`src/apb_defs_pkg.sv`:
```
package apb_defs_pkg;

	//////////////////////////////////////////////////
	// Bus widths

	// Byte address width of the completer
	localparam int apb_addr_width = 8;

	// Completer is 16-bit only
	localparam int apb_data_width = 16;

	typedef logic [apb_addr_width-1:0] apb_addr_t;
	typedef logic [apb_data_width-1:0] apb_data_t;

	//////////////////////////////////////////////////
	// Register map

	// One 16-bit register per output, so the index starts above bit 0
	localparam int reg_idx_lsb = 1;

	// Highest register address, muxsel11
	localparam apb_addr_t reg_last_addr = 8'h16;

endpackage

```
`src/xbar_types_pkg.sv`:
```
package xbar_types_pkg;

	//////////////////////////////////////////////////
	// Crossbar geometry

	// Inputs and outputs
	localparam int num_ports = 12;

	// Bits needed to name one port
	localparam int port_idx_width = $clog2(num_ports);

	typedef logic [port_idx_width-1:0] port_idx_t;

	// 0 is off, k routes input k-1
	typedef logic [3:0] muxsel_t;

	localparam muxsel_t muxsel_off = 4'd0;

	// One bit per trigger port
	typedef logic [num_ports-1:0] port_vec_t;

	//////////////////////////////////////////////////
	// Synchronizer and LEDs

	localparam int sync_stages = 2;

	// LED stays lit this many cycles after activity
	localparam int led_hold = 16;

	typedef logic [4:0] led_cnt_t;

	// Hold counter step, reload on activity and decay to zero otherwise
	function automatic led_cnt_t led_cnt_next(input led_cnt_t cnt, input logic active);
		led_cnt_t nxt;
		nxt = cnt;
		if (active)
			nxt = led_cnt_t'(led_hold);
		else if (cnt != '0)
			nxt = cnt - 1'b1;
		return nxt;
	endfunction

endpackage
```
`src/trig_xbar_top.sv`:
```
`timescale 1ns/1ps

module trig_xbar_top
	import apb_defs_pkg::*;
	import xbar_types_pkg::*;
(
	input  logic      apb,
	input  logic      rst_n,

	// APB completer
	input  apb_addr_t paddr,
	input  logic      psel,
	input  logic      penable,
	input  logic      pwrite,
	input  apb_data_t pwdata,
	output logic      pready,
	output apb_data_t prdata,
	output logic      pslverr,

	// Trigger pins
	input  port_vec_t trig_in,
	output port_vec_t trig_out,

	// Indicator LEDs
	output port_vec_t trig_in_led,
	output port_vec_t trig_out_led
);

	//////////////////////////////////////////////////
	// Internal nets

	// Per-output selects from the register block
	muxsel_t [num_ports-1:0] muxsel;

	// Inputs after the synchronizer
	port_vec_t               trig_sync;

	// Channel results before the LED logic
	port_vec_t               trig_routed;

	//////////////////////////////////////////////////
	// Register block

	xbar_apb_regs u_regs (
		.apb     (apb),
		.rst_n   (rst_n),
		.paddr   (paddr),
		.psel    (psel),
		.penable (penable),
		.pwrite  (pwrite),
		.pwdata  (pwdata),
		.pready  (pready),
		.prdata  (prdata),
		.pslverr (pslverr),
		.muxsel  (muxsel)
	);

	//////////////////////////////////////////////////
	// Input side

	xbar_input_stage u_in (
		.apb         (apb),
		.rst_n       (rst_n),
		.trig_in     (trig_in),
		.trig_sync   (trig_sync),
		.trig_in_led (trig_in_led)
	);

	//////////////////////////////////////////////////
	// Switch matrix, one lane per output

	for (genvar i = 0; i < num_ports; i++) begin : g_chan
		xbar_out_channel u_chan (
			.apb       (apb),
			.rst_n     (rst_n),
			.sel       (muxsel[i]),
			.trig_sync (trig_sync),
			.trig      (trig_routed[i])
		);
	end

	//////////////////////////////////////////////////
	// Output side

	xbar_output_stage u_out (
		.apb          (apb),
		.rst_n        (rst_n),
		.trig_routed  (trig_routed),
		.trig_out     (trig_out),
		.trig_out_led (trig_out_led)
	);

endmodule

```
`src/xbar_apb_regs.sv`:
```
`timescale 1ns/1ps

module xbar_apb_regs
	import apb_defs_pkg::*;
	import xbar_types_pkg::*;
(
	input  logic                        apb,
	input  logic                        rst_n,

	// APB completer
	input  apb_addr_t                   paddr,
	input  logic                        psel,
	input  logic                        penable,
	input  logic                        pwrite,
	input  apb_data_t                   pwdata,
	output logic                        pready,
	output apb_data_t                   prdata,
	output logic                        pslverr,

	// One select per output channel
	output muxsel_t [num_ports-1:0]     muxsel
);

	//////////////////////////////////////////////////
	// Address decode

	// Access phase of a transfer
	logic      access;

	// Raw index from the upper address bits
	apb_addr_t port_idx;

	// Index narrowed to the register array
	port_idx_t reg_idx;

	logic      addr_unaligned;
	logic      idx_bad;
	logic      data_bad;
	logic      write_ok;

	assign access = psel && penable;

	assign port_idx = paddr >> reg_idx_lsb;
	assign reg_idx  = port_idx[port_idx_width-1:0];

	// Low byte-lane bits must be clear
	assign addr_unaligned = |paddr[reg_idx_lsb-1:0];

	// Beyond the last output
	assign idx_bad = (port_idx >= apb_addr_t'(num_ports));

	// Only off or a real input may be stored
	assign data_bad = pwrite && (pwdata > apb_data_t'(num_ports));

	assign write_ok = access && pwrite && !addr_unaligned && !idx_bad && !data_bad;

	//////////////////////////////////////////////////
	// Response without wait states

	always_comb begin
		pready  = access;
		pslverr = access && (addr_unaligned || idx_bad || data_bad);
		prdata  = '0;

		// Readback only on a clean read
		if (access && !pwrite && !addr_unaligned && !idx_bad)
			prdata = apb_data_t'(muxsel[reg_idx]);
	end

	//////////////////////////////////////////////////
	// Select registers

	always_ff @(posedge apb) begin
		if (!rst_n) begin
			// All outputs off
			for (int i = 0; i < num_ports; i++)
				muxsel[i] <= muxsel_off;
		end else if (write_ok) begin
			muxsel[reg_idx] <= pwdata[$bits(muxsel_t)-1:0];
		end
	end

	//////////////////////////////////////////////////
	// Checks

	// Access phase only ever follows a setup phase
	a_pready_psel: assert property (@(posedge apb) disable iff (!rst_n)
		pready |-> (psel && $past(psel && !penable)))
		else $error("pready without a preceding APB setup phase");

	// Stored selects always name an existing input
	for (genvar i = 0; i < num_ports; i++) begin : g_sel_chk
		a_sel_range: assert property (@(posedge apb) disable iff (!rst_n)
			muxsel[i] <= muxsel_t'(num_ports))
			else $error("select %0d holds an out-of-range value", i);
	end

endmodule

```
`src/xbar_input_stage.sv`:
```
`timescale 1ns/1ps

module xbar_input_stage
	import xbar_types_pkg::*;
(
	input  logic      apb,
	input  logic      rst_n,

	// Asynchronous trigger inputs
	input  port_vec_t trig_in,

	// Inputs in the apb domain
	output port_vec_t trig_sync,

	// Activity indicators
	output port_vec_t trig_in_led
);

	//////////////////////////////////////////////////
	// Synchronizer

	// Stage 0 samples the pins, last stage feeds the matrix
	port_vec_t sync_q [sync_stages];

	always_ff @(posedge apb) begin
		if (!rst_n) begin
			for (int s = 0; s < sync_stages; s++)
				sync_q[s] <= '0;
		end else begin
			sync_q[0] <= trig_in;
			for (int s = 1; s < sync_stages; s++)
				sync_q[s] <= sync_q[s-1];
		end
	end

	assign trig_sync = sync_q[sync_stages-1];

	//////////////////////////////////////////////////
	// Input LEDs

	// Per-input hold counters
	led_cnt_t led_cnt [num_ports];

	always_ff @(posedge apb) begin
		if (!rst_n) begin
			for (int i = 0; i < num_ports; i++)
				led_cnt[i] <= '0;
		end else begin
			// Reload while high, decay otherwise
			for (int i = 0; i < num_ports; i++)
				led_cnt[i] <= led_cnt_next(led_cnt[i], trig_sync[i]);
		end
	end

	// Lit while any hold time remains
	always_comb begin
		for (int i = 0; i < num_ports; i++)
			trig_in_led[i] = (led_cnt[i] != '0);
	end

endmodule

```
`src/xbar_out_channel.sv`:
```
`timescale 1ns/1ps

module xbar_out_channel
	import xbar_types_pkg::*;
(
	input  logic      apb,
	input  logic      rst_n,

	// Select for this lane, 0 is off
	input  muxsel_t   sel,

	// All synchronized inputs
	input  port_vec_t trig_sync,

	// Registered lane output
	output logic      trig
);

	// Input picked by sel
	logic pick;

	// Off and unknown codes give low
	always_comb begin
		pick = 1'b0;
		for (int k = 0; k < num_ports; k++) begin
			if (sel == muxsel_t'(k + 1))
				pick = trig_sync[k];
		end
	end

	// One cycle through the lane
	always_ff @(posedge apb) begin
		if (!rst_n)
			trig <= 1'b0;
		else
			trig <= pick;
	end

	// Register block only hands out valid selects
	a_sel_valid: assert property (@(posedge apb) disable iff (!rst_n)
		sel <= muxsel_t'(num_ports))
		else $error("channel select %0d out of range", sel);

endmodule

```
`src/xbar_output_stage.sv`:
```
`timescale 1ns/1ps

module xbar_output_stage
	import xbar_types_pkg::*;
(
	input  logic      apb,
	input  logic      rst_n,

	// Registered bits from the channels
	input  port_vec_t trig_routed,

	// Trigger outputs
	output port_vec_t trig_out,

	// Activity indicators
	output port_vec_t trig_out_led
);

	// Channels already register, no extra stage here
	assign trig_out = trig_routed;

	//////////////////////////////////////////////////
	// Output LEDs

	led_cnt_t led_cnt [num_ports];

	always_ff @(posedge apb) begin
		if (!rst_n) begin
			for (int i = 0; i < num_ports; i++)
				led_cnt[i] <= '0;
		end else begin
			// Same hold rule as the inputs
			for (int i = 0; i < num_ports; i++)
				led_cnt[i] <= led_cnt_next(led_cnt[i], trig_routed[i]);
		end
	end

	always_comb begin
		for (int i = 0; i < num_ports; i++)
			trig_out_led[i] = (led_cnt[i] != '0);
	end

endmodule

```
`config.mk`:
```
export PLATFORM = sky130hd
export DESIGN_NAME = trig_xbar_top
export DESIGN_NICKNAME = d
export VERILOG_FILES = /design/src/apb_defs_pkg.sv /design/src/xbar_types_pkg.sv /design/src/trig_xbar_top.sv /design/src/xbar_apb_regs.sv /design/src/xbar_input_stage.sv /design/src/xbar_out_channel.sv /design/src/xbar_output_stage.sv
export SDC_FILE = /design/constraint.sdc
export NUM_CORES = 1
export LEC_CHECK = 0
export ABC_AREA = 1
export BUFFER_PORTS_ARGS = -buffer_cell sky130_fd_sc_hd__buf_4
export CAP_MARGIN = 40
export CORE_MARGIN = 2
export CORE_UTILIZATION = 40
export CTS_CLUSTER_DIAMETER = 100
export DETAILED_ROUTE_END_ITERATION = 10
export GPL_TIMING_DRIVEN = 1
export PLACE_DENSITY_LB_ADDON = 0.2
export SKIP_CTS_REPAIR_TIMING = 1
export SLEW_MARGIN = 40
export SYNTH_ARGS = -nofsm -noshare
export SYNTH_HDL_FRONTEND = slang
export SYNTH_SLANG_ARGS = --single-unit
```
`constraint.sdc`:
```
create_clock -name apb -period 1.4 [get_ports apb]
set_clock_uncertainty 0.05 [all_clocks]
set_input_delay 0.21 -clock apb [delete_from_list [all_inputs] [get_ports apb]]
set_output_delay 0.21 -clock apb [all_outputs]
set_load 0.005 [all_outputs]
```
==> summary.md <==
| Metric | Value |
|---|---|
| Final period util | `138%` |
| Worst IR Drop VDD | `1300 µV` |
| P_int | `20.1 mW` |
| Buffers on Ports | `82` |
| CTS tree | `built` |
| LEAKAGE | `6.71 nW` |
| Pre-CTS WS | `-0.273 ns` |
| Vias/cell | `5.09` |
| Layout cells sized above 1 | `35.8%` |
| Diode count | `0` |
| Most frequent cells in the layout | `buf_4, nand2_1, a21oi_1, dfxtp_1, inv_1` |
| TritonRoute pass-1 iters | `5` |
| CP startpoint kind | `flop` |
| Most common cell after layout, fill and taps aside | `buf_4` |
| GP Congestion | `0.956` |
| Area growth, synth to finish | `44.4%` |
| Post-Synthesis Cells | `1,510` |
| Async set-reset flop share out of synthesis | `0%` |
| Slew margin rel. | `66.3%` |
| Area of the core | `26,000 µm²` |
| Crit Path Category | `flop to primary output` |
| Setup WS post-layout | `-0.527 ns` |
| Register cell area after layout | `4190 µm²` |
| Max-cap violations | `0` |
| Status | `complete, but fails checks` |
| DRC | `0` |
| Initial drt markers | `between 700 and 800` |
| Fin. Hold Viols | `0` |
| Initial antenna violation count | `0` |
| Width of the die | `166 µm` |
| Violated checks | `negative setup slack` |
| GR Overflow Total | `0` |
| CTS Buf Count | `25` |
| Total Routing Usage GR | `19.8%` |
| P_sw | `approximately 11 mW` |
| Average wire per standard cell | `14.5 µm` |
| Slew Viols, Final | `0` |
| Crit path DAT | `1.67 ns` |
| Drt total wl | `between 30 and 40 mm` |
| Number of global-route vias before repair | `approximately 9,400` |
| Root buf cell | `clkbuf_16` |
| Post-Route Utilization | `roughly three fifths` |
| Post-DP Area | `12,400 µm²` |
| Max frequency | `between 500 and 600 MHz` |
| Clk pwr share | `a little over a fifth` |
| Antenna violation net count after detailed routing | `0` |
| Highest net fanout along the worst path | `4` |
| Combinational power share | `49.2%` |
| Avg Inst Size Synth | `6.99 µm²` |
| Clock sink count | `between 200 and 250` |
| Fill count | `2,367` |
| Predominant post-synthesis flop cell | `dfxtp_1` |
| First-pass GRT wire length | `45.8 mm` |
| Mapped cell area | `about 11,000 µm²` |
| Setup crit end kind | `primary output` |
| # rows | `59` |
| Routed vias | `10,895` |
| Die ar. | `about 28,000 µm²` |
| Final #Nets | `about 1,900` |
| Slew @ Worst Pin | `just over 0.5 ns` |
| Largest net degree at the start of global routing | `49` |
| Worst-path clk slew | `0.06 ns` |
| Finished Cell Area | `15,300 µm²` |
| Final Setup Violations | `41` |
| Worst Hold Class | `input pin to flop` |
| PD cells | `2050 nW/µm²` |
| Seq/Total Area, Yosys | `38.7%` |
| Multi-input gate area | `6200 µm²` |
| Post-synth EDFFs | `0` |
| I/O pin cnt | `95` |
| RSZ-0062 raised after global routing | `true` |
| CP required | `1.14 ns` |
| Die Y | `166 µm` |
| FF+latch count, synth | `around 200` |
| Final min period | `1.93 ns` |
| Starting Density | `40.6%` |
| Netlist cell types | `34` |
| Clk_lat worst skew | `around 0.53 ns` |
| Tot Pwr | `31.2 mW` |
| Maximum level of the CTS H-tree | `1` |
| Yosys warns | `0` |
| CTS Buffer Depth | `3` |
| DP HPWL | `20.2 mm` |
| Sequential power share | `28.8%` |
| Net Sw Frac | `35.8%` |
| Placed cell count | `1,986` |
| Fin cells | `2,141` |
-- per-stage QoR --
stage / TNS [ns] / hold WS [ns]
finish: -8.36 / 0.0962
CTS: -13.17 / -0.210
detailed placement: -8.50 / 0.346
global placement: -8.09 / 0.344
global route: -11.49 / 0.109
floorplan: 0 / 0.258
-- flip-flops by register name (all words and copies together), names as in the netlist --
signal and cells:
g_chan.u_chan.trig 12, u_out.led_cnt 60, u_in.sync_q 24, u_in.led_cnt 60, u_regs.muxsel 48
-- power groups by stage --
stage          registers [mW]  logic [mW]  clock network, mW
3_3_place_gp             8.59        9.42                  0
3_5_place_dp             8.61        9.65                  0
6_report                 9.00        15.4               6.87
2_1_floorplan            8.40        6.99                  0
5_1_grt                  9.21        17.1               7.28
4_1_cts                  8.53        9.69               7.02
-- Yosys cell counts, types with 7 or more instances --
cell      instances  area (µm²)
a21oi_1         162         811
a31oi_1          17         106
buf_2            21         105
buf_4            24         180
clkbuf_1         31         116
dfxtp_1         204        4080
ha_1             44         551
inv_1           204         766
nand2_1         264         991
nand3_1          99         495
nand4_1          61         382
nor2_1          137         514
nor3_1           28         140
nor3b_1           7        52.6
o211ai_1         10        75.1
o21ai_0         103         515
o22ai_1          12        75.1
or2_2            13        81.3
xnor2_1          20         175
xor2_1            9        78.8
-- critical path, cell delays in order (launching register included) --
cell and delay [ns]:
dfxtp_2 0.32, inv_2 0.07, ha_4 0.13, nand2_2 0.05, nor2_1 0.11, inv_1 0.07
or2_4 0.28, buf_6 0.12
-- final timing paths --
check | from | endpoint | slack, ns | cells after the start
max | u_in.led_cnt[0][45] | trig_in_led[9] | -0.53 | 7
min | rst_n | u_in.led_cnt[0][49] | 0.1 | 4
min reg2reg | u_in.sync_q[0][11] | u_in.sync_q[0][23] | 0.36 | 2
max reg2reg | u_in.led_cnt[0][45] | u_in.led_cnt[0][45] | -0.18 | 10
-- layout make-up --
class                      count  share of cell area (%)
multi-input combinational   1028                    40.6
sequential                   204                    27.4
timing repair buffer         319                    18.0
inverter                     209                    5.45
clock buffer                  36                    4.77
tap                          335                    2.75
clock inverter                10                    1.03
-- routing by layer --
metal | global-route usage (%) | vias up | wire (µm)
met5 | 0 | - | 0
met1 | 27.2 | 4976 | 13700
met2 | 32.4 | 338 | 14500
li1 | - | 5536 | -
met4 | 5.85 | 0 | 673
met3 | 2.99 | 45 | 2030
-- kinds of logic after synthesis --
family                   synth area share, %
AND/OR/NAND/NOR                         25.7
AO/OA/AOI/OAI                           16.6
buffers and inverters                   11.4
flip-flops                              38.7
adder cells (fa/ha/maj)                 5.21
XOR/XNOR                                2.40
other                                 0.0355
Power figures use the tool's default switching activity.
